===== src/mfp_regs_pkg.sv =====
package mfp_regs_pkg;

  // bus geometry
  parameter int data_width = 8;
  parameter int adr_width  = 3;

  // register map
  // timer control registers
  parameter logic [adr_width-1:0] adr_tacr = 3'd0;
  parameter logic [adr_width-1:0] adr_tbcr = 3'd1;

  // timer data (reload) registers, read returns the live counter
  parameter logic [adr_width-1:0] adr_tadr = 3'd2;
  parameter logic [adr_width-1:0] adr_tbdr = 3'd3;

  // interrupt pending, write 1 to clear
  parameter logic [adr_width-1:0] adr_ipr  = 3'd4;

  // interrupt mask, plain read/write
  parameter logic [adr_width-1:0] adr_imr  = 3'd5;

  // addresses 6 and 7 are unmapped and read as zero

  // interrupt sources
  parameter int num_irq = 2;

  // bit positions in pending and mask
  parameter int irq_bit_ta = 0;
  parameter int irq_bit_tb = 1;

endpackage


===== src/mfp_timer_pkg.sv =====
package mfp_timer_pkg;

  // control word as seen by delay and pulse decode
  typedef struct packed {
    logic       out_reset;
    logic       mode_sel;
    logic [2:0] prescale;
  } timer_ctrl_timed_t;

  // control word as a plain 4-bit mode code
  typedef struct packed {
    logic       out_reset;
    logic [3:0] mode;
  } timer_ctrl_coded_t;

  // one 5-bit control word, two decodings
  typedef union packed {
    timer_ctrl_timed_t timed;
    timer_ctrl_coded_t coded;
  } timer_ctrl_t;

  // special mode codes
  parameter logic [3:0] mode_stopped = 4'b0000;
  parameter logic [3:0] mode_event   = 4'b1000;

  // tick divider for each prescale code
  function automatic logic [7:0] prescale_div(input logic [2:0] prescale);
    case (prescale)
      3'd1:    prescale_div = 8'd4;
      3'd2:    prescale_div = 8'd10;
      3'd3:    prescale_div = 8'd16;
      3'd4:    prescale_div = 8'd50;
      3'd5:    prescale_div = 8'd64;
      3'd6:    prescale_div = 8'd100;
      3'd7:    prescale_div = 8'd200;
      default: prescale_div = 8'd2;
    endcase
  endfunction

endpackage


===== src/mfp_timer.sv =====
`timescale 1ns/1ps

module mfp_timer #(
  parameter int sync_stages = 2
) (
  input  logic       CLK,
  input  logic       reset,
  input  logic       xclk,
  input  logic       trig,
  input  logic       dat_we,
  input  logic       ctrl_we,
  input  logic [7:0] wdat,
  output logic [7:0] counter,
  output logic [4:0] ctrl_rd,
  output logic       tout,
  output logic       timeout
);

  mfp_timer_pkg::timer_ctrl_t ctrl_cur;
  mfp_timer_pkg::timer_ctrl_t ctrl_wr;

  logic [3:0]             mode_q;
  logic [7:0]             data_q;
  logic [7:0]             count_q;

  logic [sync_stages-1:0] trig_sync;
  logic [sync_stages-1:0] xclk_sync;
  logic                   trig_prev;
  logic                   xclk_prev;
  logic                   trig_s;
  logic                   trig_rise;
  logic                   xclk_rise;

  logic [7:0]             presc_cnt;
  logic [7:0]             presc_last;
  logic                   tick;

  logic                   running;
  logic                   event_mode;
  logic                   delay_mode;
  logic                   pulse_mode;
  logic                   count_en;

  // current word, output bit sits where out_reset is written
  assign ctrl_cur = {tout, mode_q};
  assign ctrl_wr  = wdat[4:0];
  assign ctrl_rd  = ctrl_cur;
  assign counter  = count_q;

  // synchronizers and edge detect for trigger and external clock
  always_ff @(posedge CLK) begin
    if (reset) begin
      trig_sync <= '0;
      xclk_sync <= '0;
      trig_prev <= 1'b0;
      xclk_prev <= 1'b0;
    end else begin
      trig_sync <= {trig_sync[sync_stages-2:0], trig};
      xclk_sync <= {xclk_sync[sync_stages-2:0], xclk};
      trig_prev <= trig_sync[sync_stages-1];
      xclk_prev <= xclk_sync[sync_stages-1];
    end
  end

  assign trig_s    = trig_sync[sync_stages-1];
  assign trig_rise = trig_s & ~trig_prev;
  assign xclk_rise = xclk_sync[sync_stages-1] & ~xclk_prev;

  // prescaler counts xclk edges, wraps at the divider
  assign presc_last = mfp_timer_pkg::prescale_div(ctrl_cur.timed.prescale) - 8'd1;
  assign tick       = xclk_rise && (presc_cnt >= presc_last);

  always_ff @(posedge CLK) begin
    if (reset) begin
      presc_cnt <= 8'd0;
    end else if (xclk_rise) begin
      if (tick)
        presc_cnt <= 8'd0;
      else
        presc_cnt <= presc_cnt + 8'd1;
    end
  end

  // mode decode
  assign running    = ctrl_cur.coded.mode != mfp_timer_pkg::mode_stopped;
  assign event_mode = ctrl_cur.coded.mode == mfp_timer_pkg::mode_event;
  assign delay_mode = running && !ctrl_cur.timed.mode_sel;
  assign pulse_mode = ctrl_cur.timed.mode_sel && !event_mode;

  // registered count enable, one per tick or trigger edge
  always_ff @(posedge CLK) begin
    if (reset) begin
      count_en <= 1'b0;
    end else begin
      count_en <= running && ((event_mode && trig_rise) ||
                              (delay_mode && tick) ||
                              (pulse_mode && trig_s && tick));
    end
  end

  // down-counter, reload and output toggle
  always_ff @(posedge CLK) begin
    if (reset) begin
      mode_q  <= 4'd0;
      data_q  <= 8'd0;
      count_q <= 8'd0;
      tout    <= 1'b0;
      timeout <= 1'b0;
    end else begin
      timeout <= 1'b0;

      if (dat_we)
        data_q <= wdat;

      if (!running) begin
        // counter only follows data writes while stopped
        if (dat_we)
          count_q <= wdat;
      end else if (count_en) begin
        if (count_q == 8'd1) begin
          count_q <= data_q;
          tout    <= ~tout;
          timeout <= 1'b1;
        end else begin
          count_q <= count_q - 8'd1;
        end
      end

      // clearing the output wins over a toggle in the same cycle
      if (ctrl_we) begin
        mode_q <= ctrl_wr.coded.mode;
        if (ctrl_wr.coded.out_reset)
          tout <= 1'b0;
      end
    end
  end

endmodule


===== src/mfp_irq.sv =====
`timescale 1ns/1ps

module mfp_irq (
  input  logic                                 CLK,
  input  logic                                 reset,
  input  logic [mfp_regs_pkg::num_irq-1:0]     set,
  input  logic                                 clr_we,
  input  logic                                 mask_we,
  input  logic [mfp_regs_pkg::data_width-1:0] wdat,
  output logic [mfp_regs_pkg::data_width-1:0] pending,
  output logic [mfp_regs_pkg::data_width-1:0] mask,
  output logic                                 irq
);

  logic [mfp_regs_pkg::num_irq-1:0] pending_q;
  logic [mfp_regs_pkg::num_irq-1:0] mask_q;
  logic [mfp_regs_pkg::num_irq-1:0] clr_bits;

  // bits written as 1 are cleared
  assign clr_bits = clr_we ? wdat[mfp_regs_pkg::num_irq-1:0] : '0;

  always_ff @(posedge CLK) begin
    if (reset) begin
      pending_q <= '0;
    end else begin
      // a new timeout beats a clear of the same bit
      pending_q <= (pending_q & ~clr_bits) | set;
    end
  end

  always_ff @(posedge CLK) begin
    if (reset)
      mask_q <= '0;
    else if (mask_we)
      mask_q <= wdat[mfp_regs_pkg::num_irq-1:0];
  end

  // readback, upper bits unused
  always_comb begin
    pending                              = '0;
    mask                                 = '0;
    pending[mfp_regs_pkg::num_irq-1:0] = pending_q;
    mask[mfp_regs_pkg::num_irq-1:0]    = mask_q;
  end

  // pending and masked in, any source
  assign irq = |(pending_q & mask_q);

endmodule


===== src/mfp_bus_regs.sv =====
`timescale 1ns/1ps

module mfp_bus_regs (
  input  logic                                          CLK,
  input  logic                                          reset,
  input  logic                                          wb_cyc,
  input  logic                                          wb_stb,
  input  logic                                          wb_we,
  input  logic [mfp_regs_pkg::adr_width-1:0]           wb_adr,
  input  logic [mfp_regs_pkg::data_width-1:0]          wb_wdat,
  output logic [mfp_regs_pkg::data_width-1:0]          wb_rdat,
  output logic                                          wb_ack,
  output logic                                          ta_dat_we,
  output logic                                          ta_ctrl_we,
  output logic                                          tb_dat_we,
  output logic                                          tb_ctrl_we,
  output logic                                          ipr_we,
  output logic                                          imr_we,
  output logic [mfp_regs_pkg::data_width-1:0]          wdat,
  input  logic [mfp_regs_pkg::data_width-1:0]          ta_counter,
  input  logic [mfp_regs_pkg::data_width-1:0]          tb_counter,
  input  logic [$bits(mfp_timer_pkg::timer_ctrl_t)-1:0] ta_ctrl,
  input  logic [$bits(mfp_timer_pkg::timer_ctrl_t)-1:0] tb_ctrl,
  input  logic [mfp_regs_pkg::data_width-1:0]          ipr,
  input  logic [mfp_regs_pkg::data_width-1:0]          imr
);

  localparam int ctrl_width = $bits(mfp_timer_pkg::timer_ctrl_t);

  logic                                 req;
  logic                                 wr;
  logic [mfp_regs_pkg::data_width-1:0] rd_mux;

  // new request only while ack is low
  assign req = wb_cyc && wb_stb && !wb_ack;
  assign wr  = req && wb_we;

  // one-cycle strobes, target updates on the ack edge
  assign ta_ctrl_we = wr && (wb_adr == mfp_regs_pkg::adr_tacr);
  assign tb_ctrl_we = wr && (wb_adr == mfp_regs_pkg::adr_tbcr);
  assign ta_dat_we  = wr && (wb_adr == mfp_regs_pkg::adr_tadr);
  assign tb_dat_we  = wr && (wb_adr == mfp_regs_pkg::adr_tbdr);
  assign ipr_we     = wr && (wb_adr == mfp_regs_pkg::adr_ipr);
  assign imr_we     = wr && (wb_adr == mfp_regs_pkg::adr_imr);
  assign wdat       = wb_wdat;

  always_comb begin
    rd_mux = '0;
    case (wb_adr)
      mfp_regs_pkg::adr_tacr: rd_mux[ctrl_width-1:0] = ta_ctrl;
      mfp_regs_pkg::adr_tbcr: rd_mux[ctrl_width-1:0] = tb_ctrl;
      mfp_regs_pkg::adr_tadr: rd_mux = ta_counter;
      mfp_regs_pkg::adr_tbdr: rd_mux = tb_counter;
      mfp_regs_pkg::adr_ipr:  rd_mux = ipr;
      mfp_regs_pkg::adr_imr:  rd_mux = imr;
      default:                rd_mux = '0;
    endcase
  end

  // ack is a single-cycle pulse
  always_ff @(posedge CLK) begin
    if (reset)
      wb_ack <= 1'b0;
    else
      wb_ack <= req;
  end

  // read data captured with the request, valid with ack
  always_ff @(posedge CLK) begin
    if (req)
      wb_rdat <= rd_mux;
  end

endmodule


===== src/mfp_timers.sv =====
`timescale 1ns/1ps

module mfp_timers #(
  parameter int sync_stages = 2
) (
  input  logic                                 CLK,
  input  logic                                 reset,
  input  logic                                 wb_cyc,
  input  logic                                 wb_stb,
  input  logic                                 wb_we,
  input  logic [mfp_regs_pkg::adr_width-1:0]  wb_adr,
  input  logic [mfp_regs_pkg::data_width-1:0] wb_wdat,
  output logic [mfp_regs_pkg::data_width-1:0] wb_rdat,
  output logic                                 wb_ack,
  input  logic                                 xclk,
  input  logic                                 trig_a,
  input  logic                                 trig_b,
  output logic                                 tout_a,
  output logic                                 tout_b,
  output logic                                 irq
);

  logic                                 ta_dat_we;
  logic                                 ta_ctrl_we;
  logic                                 tb_dat_we;
  logic                                 tb_ctrl_we;
  logic                                 ipr_we;
  logic                                 imr_we;
  logic [mfp_regs_pkg::data_width-1:0] wdat;
  logic [7:0]                           ta_counter;
  logic [7:0]                           tb_counter;
  logic [4:0]                           ta_ctrl;
  logic [4:0]                           tb_ctrl;
  logic                                 ta_timeout;
  logic                                 tb_timeout;
  logic [mfp_regs_pkg::num_irq-1:0]     irq_set;
  logic [mfp_regs_pkg::data_width-1:0] ipr;
  logic [mfp_regs_pkg::data_width-1:0] imr;

  // timeout pulses land on their pending bits
  assign irq_set[mfp_regs_pkg::irq_bit_ta] = ta_timeout;
  assign irq_set[mfp_regs_pkg::irq_bit_tb] = tb_timeout;

  mfp_bus_regs bus_regs (
    .CLK        (CLK),
    .reset      (reset),
    .wb_cyc     (wb_cyc),
    .wb_stb     (wb_stb),
    .wb_we      (wb_we),
    .wb_adr     (wb_adr),
    .wb_wdat    (wb_wdat),
    .wb_rdat    (wb_rdat),
    .wb_ack     (wb_ack),
    .ta_dat_we  (ta_dat_we),
    .ta_ctrl_we (ta_ctrl_we),
    .tb_dat_we  (tb_dat_we),
    .tb_ctrl_we (tb_ctrl_we),
    .ipr_we     (ipr_we),
    .imr_we     (imr_we),
    .wdat       (wdat),
    .ta_counter (ta_counter),
    .tb_counter (tb_counter),
    .ta_ctrl    (ta_ctrl),
    .tb_ctrl    (tb_ctrl),
    .ipr        (ipr),
    .imr        (imr)
  );

  mfp_timer #(.sync_stages(sync_stages)) timer_a (
    .CLK     (CLK),
    .reset   (reset),
    .xclk    (xclk),
    .trig    (trig_a),
    .dat_we  (ta_dat_we),
    .ctrl_we (ta_ctrl_we),
    .wdat    (wdat),
    .counter (ta_counter),
    .ctrl_rd (ta_ctrl),
    .tout    (tout_a),
    .timeout (ta_timeout)
  );

  mfp_timer #(.sync_stages(sync_stages)) timer_b (
    .CLK     (CLK),
    .reset   (reset),
    .xclk    (xclk),
    .trig    (trig_b),
    .dat_we  (tb_dat_we),
    .ctrl_we (tb_ctrl_we),
    .wdat    (wdat),
    .counter (tb_counter),
    .ctrl_rd (tb_ctrl),
    .tout    (tout_b),
    .timeout (tb_timeout)
  );

  mfp_irq irq_unit (
    .CLK     (CLK),
    .reset   (reset),
    .set     (irq_set),
    .clr_we  (ipr_we),
    .mask_we (imr_we),
    .wdat    (wdat),
    .pending (ipr),
    .mask    (imr),
    .irq     (irq)
  );

endmodule


===== config.mk =====
export PLATFORM = sky130hd
export DESIGN_NAME = mfp_timers
export DESIGN_NICKNAME = d
export VERILOG_FILES = /design/src/mfp_regs_pkg.sv /design/src/mfp_timer_pkg.sv /design/src/mfp_timer.sv /design/src/mfp_irq.sv /design/src/mfp_bus_regs.sv /design/src/mfp_timers.sv
export SDC_FILE = /design/constraint.sdc
export NUM_CORES = 1
export LEC_CHECK = 0
export CAP_MARGIN = 30
export CORE_UTILIZATION = 55
export CTS_CLUSTER_DIAMETER = 30
export DETAILED_ROUTE_END_ITERATION = 10
export DONT_BUFFER_PORTS = 1
export PLACE_DENSITY = 0.81
export SLEW_MARGIN = 10
export SYNTH_ARGS = -nofsm -noshare
export SYNTH_HDL_FRONTEND = slang
export SYNTH_SLANG_ARGS = --single-unit

===== constraint.sdc =====
create_clock -name CLK -period 3.45 [get_ports CLK]
set_input_delay 0.8625 -clock CLK [delete_from_list [all_inputs] [get_ports CLK]]
set_output_delay 0.8625 -clock CLK [all_outputs]
set_load 0.01 [all_outputs]

==> impl_metrics.tcl, run 1 <==
set metrics [dict create \
    status "finished clean" \
    synthTopCellsByArea "dfxtp_1, mux2i_1, ha_1, nor2_1, edfxtp_1" \
    ys_seq_area_frac 0.3995 \
    syn_inst 495 \
    syn_avg_cell_area_um2 8.908 \
    cts-root-buf "clkbuf_8" \
    min_period_ns 2.726 \
    timing.rr.end "timer_a.presc_cnt[1]" \
    cts-resized-gates 0 \
    synth_top_family_by_area "simple AND/OR/NAND/NOR gates" \
    routed_wl_mm 9.855 \
    worstPathRequired_ns 3.74 \
    startpoint_type "flip-flop" \
    r2r_start "timer_a.mode_q[2]" \
    synthAdderAreaFrac 0.06243 \
    place_area_um2 4418 \
    grt_setup_unrepaired "no" \
    n_antenna_cell 0 \
    post-route-period-util 0.7900 \
    yosysTopAreaCellShare 0.3451 \
    cp_num_buf_inv 0 \
    port-buffer-count 0 \
    vias_per_cell 6.187 \
    syn-num-nets 536 \
    yosys.area_share.simple 0.2202 \
    postCtsHoldBufs 0 \
    die-area_um2 8379 \
    numClockSinks 84 \
    drv_cap 0 \
    async_flop_share 0 \
    grt_max_degree 60 \
    firstDrtPassIters 5 \
    grt_pass1_vias 3394 \
    path_class "reg2reg" \
    grt_overflow 0 \
    worstHoldPathType "reg2reg" \
    worst_pin_slew_ns 0.7267 \
    synth_xor_xnor_area_share 0.04569 \
    hpwl_mm 6.823 \
    area_delta_synth_final_pct 5.250 \
    hold_end "irq_unit.pending_q[1]" \
    gp_congestion 0.8616 \
    final_area_um2 4641 \
    finalMaxSlewViolations 0 \
    io_pins 31 \
    die_w_um 91.54 \
    antenna_found_initial 0 \
    yosysWarnings 0 \
    drtIter0Drc 271 \
    synth_cell_type_count 57 \
    ys.flop_type "dfxtp_1" \
    synth.most_common_cell "dfxtp_1" \
    p_per_area_nw_per_um2 398.4 \
    rrSetupSlack_ns 0.72 \
    nets 521 \
    slew_headroom 0.5115 \
    clk_pin_slew_ns 0.08 \
    cts_tree "done" \
    coreArea_um2 7727 \
    total_leakage_power_uw 0.001757 \
    avgRoutedWirePerCell_um 16.79 \
    start_util 0.5706 \
    dr_total_vias 3632 \
    worstPathCellList "nand2_1 -> nor2_1 -> a21oi_1 -> ha_1 -> nor3b_1 -> a21oi_1 -> ha_1 -> a21oi_1 -> o21ai_0 -> a22oi_1 -> nand2_1 -> a21oi_1" \
    ff2ff_path_depth 12 \
    cp_common_cell "a21oi_1" \
    fp-row-count 32 \
    synth.area.mux_share 0.1010 \
    slowest_delay_ns 0.57 \
    die_h_um 91.54 \
    htreeDepth 3 \
    cp_max_fo 11 \
    drc 0 \
    antenna_left 0 \
    synth_common_cells "dfxtp_1, nor2_1, nand2_1, mux2i_1, a21oi_1" \
    syn_area_um2 4409 \
    synth_compound_gate_area_share 0.1297 \
    fin_skew_ns 0.009081 \
    numCtsBuffers 9 \
    min_from "timer_b.timeout" \
    hold_depth 2 \
    cp-startpoint "timer_a.mode_q[2]" \
    hold_viol_final 0 \
    tns_ns 0 \
    cts_setup_buffers 0 \
    ir_worst_vdd_mv 0.2029 \
    clk_latency_ns 0.36 \
    synth_top_area_cell "dfxtp_1" \
    track_usage 0.2475 \
    timing.fmax_ghz 0.3669 \
    drive_above_1_share 0.06804 \
    arrival_ns 3.02 \
    grt_first_pass_wirelength_mm 16.33 \
    critPathSlowestCell "dfxtp_1" \
    synth_edf_count 8 \
    synth_seq_cells 84 \
    setup_violations 0 \
    path_delay_family "compound AO/OA/AOI/OAI gates" \
    cts_buffer_depth 2 \
    worst_setup_path_end_kind "flip-flop" \
]
worst register-to-register path, delay by kind of cell (launching register included):
family | cells | cell delay, ns
adder cells (fa/ha/maj) | 2 | 0.59
AO/OA/AOI/OAI | 6 | 0.80
flip-flops | 1 | 0.57
AND/OR/NAND/NOR | 4 | 0.72
layout make-up:
type / count / area, um2
fillers: 635 / 3087
multi-input cells: 370 / 2465
flip-flops and latches: 84 / 1762
clock buffers: 14 / 183.9
well taps: 102 / 127.6
inverters: 13 / 48.80
clock inverters: 2 / 38.79
repair buffers: 2 / 15.01
routing by layer:
metal	GRT usage	share of wire
met4	0.08069	0.020
met5	0	0
met1	0.3206	0.42
met2	0.3991	0.47
met3	0.06616	0.092
cells in the final DEF, fill, tap and decap left out, types with 13 or more instances in the layout:
| cell type | n |
|---|---|
| ha_1 | 22 |
| nor2_1 | 72 |
| o21ai_0 | 16 |
| a21oi_1 | 29 |
| nor3_1 | 13 |
| nor2b_1 | 14 |
| xor2_1 | 14 |
| nand3_1 | 15 |
| inv_1 | 13 |
| nand2_1 | 42 |
| dfxtp_1 | 76 |
| mux2i_1 | 31 |
cell families after synthesis:
family,count (synthesis)
AND/OR/NAND/NOR,197
AO/OA/AOI/OAI,88
flip-flops,84
buffers and inverters,41
multiplexers,40
XOR/XNOR,23
adder cells (fa/ha/maj),22
metrics by stage:
stage          hold slack [ns]  utilization  setup WS [ns]  instances  power (uW)
2_1_floorplan           0.4130            -          1.083        495        1103
3_3_place_gp            0.4207       0.5717         0.9829        571        1097
3_5_place_dp            0.4264       0.5717         0.7930        571        1100
4_1_cts                 0.4462       0.6006         0.7413        587        1863
5_1_grt                 0.4487       0.6006         0.4222        587        1913
6_report                0.4437       0.6006         0.7244        587        1849
power by group:
| group | switching [uW] | total [uW] | leakage [uW] | internal [uW] |
|---|---|---|---|---|
| logic | 36.2 | 67.8 | 0.000953 | 31.6 |
| registers | 13.0 | 1010 | 0.000692 | 997 |
| clock network | 351 | 771 | 0.000112 | 420 |
sequential cells by signal (all words and copies together) (netlist names), 4 cells and up:
name and cells:
timer_a.data_q 8, timer_a.mode_q 4, timer_a.presc_cnt 8, timer_b.mode_q 4, timer_a.counter 8, timer_b.counter 8, timer_b.data_q 8, bus_regs.wb_rdat 8
timer_b.presc_cnt 8
worst max-delay path by stage:
stage | endpoint | slack, ns | cells after the start
after floorplan | timer_b.presc_cnt[0] | 1.08 | 12
after global placement | timer_a.presc_cnt[1] | 0.98 | 12
after detailed placement | timer_b.presc_cnt[7] | 0.79 | 11
after CTS | timer_a.presc_cnt[1] | 0.74 | 12
after global routing | timer_a.presc_cnt[1] | 0.42 | 12
final | timer_a.presc_cnt[1] | 0.72 | 12
Power figures use the tool's default switching activity.
==> inputs of run 2 (changes only) <==
- ABC_AREA: default -> 1
- clock period: 3.45 -> 2.7 ns (I/O delays scaled with it)
==> impl_metrics.tcl, run 2 <==
set metrics [dict create \
    status "finished clean" \
    regArea_um2 1763 \
    clk_latency_ns 0.36 \
    p_per_area_nw_per_um2 477.9 \
    synth.most_common_cell "nand2_1" \
    cts_buffer_depth 2 \
    worst_setup_path_end_kind "flip-flop" \
    synth_edf_count 8 \
    drc 0 \
    whs_ns 0.3732 \
    tns_ns 0 \
    slew_headroom 0.5259 \
    die_h_um 92.54 \
    synth_common_cells "nand2_1, inv_1, dfxtp_1, a21oi_1, nor2_1" \
    worstSetupEndpoint "timer_a.presc_cnt[1]" \
    clk_pin_slew_ns 0.08 \
    synth_seq_cells 84 \
    nets 644 \
    drtIter0Drc 295 \
    drive_above_1_share 0.1069 \
    place_area_um2 4601 \
    syn-num-nets 642 \
    synth_top_area_cell "dfxtp_1" \
    drv_cap 0 \
    min_period_ns 2.413 \
    grt_first_pass_wirelength_mm 18.17 \
    grt_max_degree 24 \
    cp-startpoint "timer_a.mode_q[1]" \
    antenna_found_initial 0 \
    worstPathRequired_ns 2.99 \
    synthTopCellsByArea "dfxtp_1, nand2_1, inv_1, a21oi_1, ha_1" \
    cts_setup_buffers 0 \
    async_flop_share 0 \
    routed_wl_mm 10.74 \
    cp.depth 15 \
    syn_area_um2 4508 \
    mostFrequentLayoutCell "nand2_1" \
    ys.flop_type "dfxtp_1" \
    area_delta_synth_final_pct 6.245 \
    cp_common_cell "nand2_1" \
    final_cell_mix "nand2_1, inv_1, dfxtp_1" \
    hold_viol_final 0 \
    slowest_delay_ns 0.45 \
    power_uw 2289 \
    worstPathCellList "nand2_1 -> nand2_1 -> nand2_1 -> ha_1 -> inv_1 -> xor2_1 -> inv_1 -> ha_1 -> a21oi_1 -> o21ai_0 -> nand2_1 -> nand3_1 -> nand2_1 -> nand2_1 -> nor2_1" \
    grt_setup_unrepaired "no" \
    dr_total_vias 4065 \
    path_class "reg2reg" \
    gp_congestion 0.9451 \
    die_w_um 92.54 \
    synth_cell_type_count 43 \
    io_pins 31 \
    cp_num_buf_inv 2 \
    syn_inst 601 \
    start_util 0.5774 \
    worst_pin_slew_ns 0.7103 \
    grt_pass1_vias 3947 \
    rrSetupSlack_ns 0.29 \
    ys_seq_area_frac 0.3908 \
    cts-root-buf "clkbuf_8" \
    grt_overflow 0 \
    port-buffer-count 0 \
    cts_tree "done" \
    multi_input_comb_area_um2 2350 \
    total_leakage_power_uw 0.001958 \
    fin_skew_ns 0.007054 \
    numClockSinks 84 \
    timing.fmax_ghz 0.4144 \
    fp-row-count 32 \
    critPathSlowestCell "dfxtp_1" \
    antenna_left 0 \
    r2r_start "timer_a.mode_q[1]" \
    ir_worst_vdd_mv 0.3050 \
    timing.rr.end "timer_a.presc_cnt[1]" \
    syn_avg_cell_area_um2 7.501 \
    n_antenna_cell 0 \
    finalMaxSlewViolations 0 \
    cp_max_fo 8 \
    track_usage 0.2696 \
    fillers 661 \
    firstDrtPassIters 5 \
    vias_per_cell 5.725 \
    arrival_ns 2.70 \
    numCtsBuffers 9 \
    ff2ff_path_depth 15 \
    path_delay_family "simple AND/OR/NAND/NOR gates" \
    final_util 0.6135 \
    worstHoldPathType "in2reg" \
    yosysTopAreaCellShare 0.3375 \
    die-area_um2 8563 \
    coreArea_um2 7807 \
    avgRoutedWirePerCell_um 15.12 \
    startpoint_type "flip-flop" \
    post-route-period-util 0.8938 \
    setup_violations 0 \
    htreeDepth 3 \
    postCtsHoldBufs 0 \
    hpwl_mm 8.021 \
    yosysWarnings 0 \
    final_area_um2 4790 \
]
==> run 2: cell count changes in the layout (fill, tap and decap cells not counted), moves of 10 or more <==
cell     delta
nor2_1     -18
inv_1      +65
nand3_1    +21
nor2b_1    -14
mux2i_1    -31
o21ai_0    +30
nor3_1     -10
o21ai_1    +15
a21oi_1    +28
nand2_1    +64
==> run 2: worst min path at each step <==
stage	depth (start not counted)	end	slack (ns)	from
finish	1	timer_b.xclk_sync[0]	0.37	reset
global route	1	timer_b.xclk_sync[0]	0.36	reset
CTS	1	timer_b.xclk_sync[0]	0.37	reset
detailed placement	2	timer_b.trig_sync[1]	0.40	timer_b.trig_sync[0]
global placement	2	timer_b.xclk_sync[1]	0.39	timer_b.xclk_sync[0]
floorplan	2	timer_a.trig_sync[1]	0.39	timer_a.trig_sync[0]
==> run 2: layout make-up <==
| type | count | area share |
|---|---|---|
| repair buffers | 3 | 0.007315 |
| inverters | 87 | 0.06818 |
| multi-input cells | 418 | 0.4906 |
| clock inverters | 4 | 0.004702 |
| flip-flops and latches | 84 | 0.3681 |
| well taps | 102 | 0.02665 |
| clock buffers | 12 | 0.03448 |
==> run 2: power breakdown <==
| group | internal, uW | switching [uW] |
|---|---|---|
| logic | 46.4 | 103 |
| clock network | 405 | 442 |
| registers | 1280 | 16.4 |
| total | 1730 | 562 |
==> run 2: logic make-up after synthesis <==
| family | after synthesis | share of synthesized area |
|---|---|---|
| and+or+nand+nor | 232 | 0.2445 |
| AOI/OAI and AO/OA | 148 | 0.1846 |
| buffers and inverters | 99 | 0.08798 |
| DFF | 84 | 0.3908 |
| adders and majority gates | 22 | 0.06106 |
| xor gates and xnor gates | 16 | 0.03109 |
==> run 2: through the flow <==
| stage | worst slack (ns) | std cells |
|---|---|---|
| 4_1_cts | 0.2250 | 710 |
| 3_5_place_dp | 0.2524 | 694 |
| 2_1_floorplan | 0.5870 | 601 |
| 5_1_grt | 0.03898 | 710 |
| 6_report | 0.2868 | 710 |
| 3_3_place_gp | 0.4109 | 694 |
==> run 2: per-layer routing <==
layer	track usage	routed length, um	vias to the layer above
met3	0.05583	845	36
li1	-	-	1986
met2	0.4512	5067	169
met1	0.3308	4496	1874
met4	0.1250	327	0
met5	0	0	-
==> run 2: timing repair <==
action | 4_1_cts | 5_1_grt
hold endpoints to repair | 0 | 0
resized for setup | 0 | 1
endpoints found under the setup margin | 0 | 3
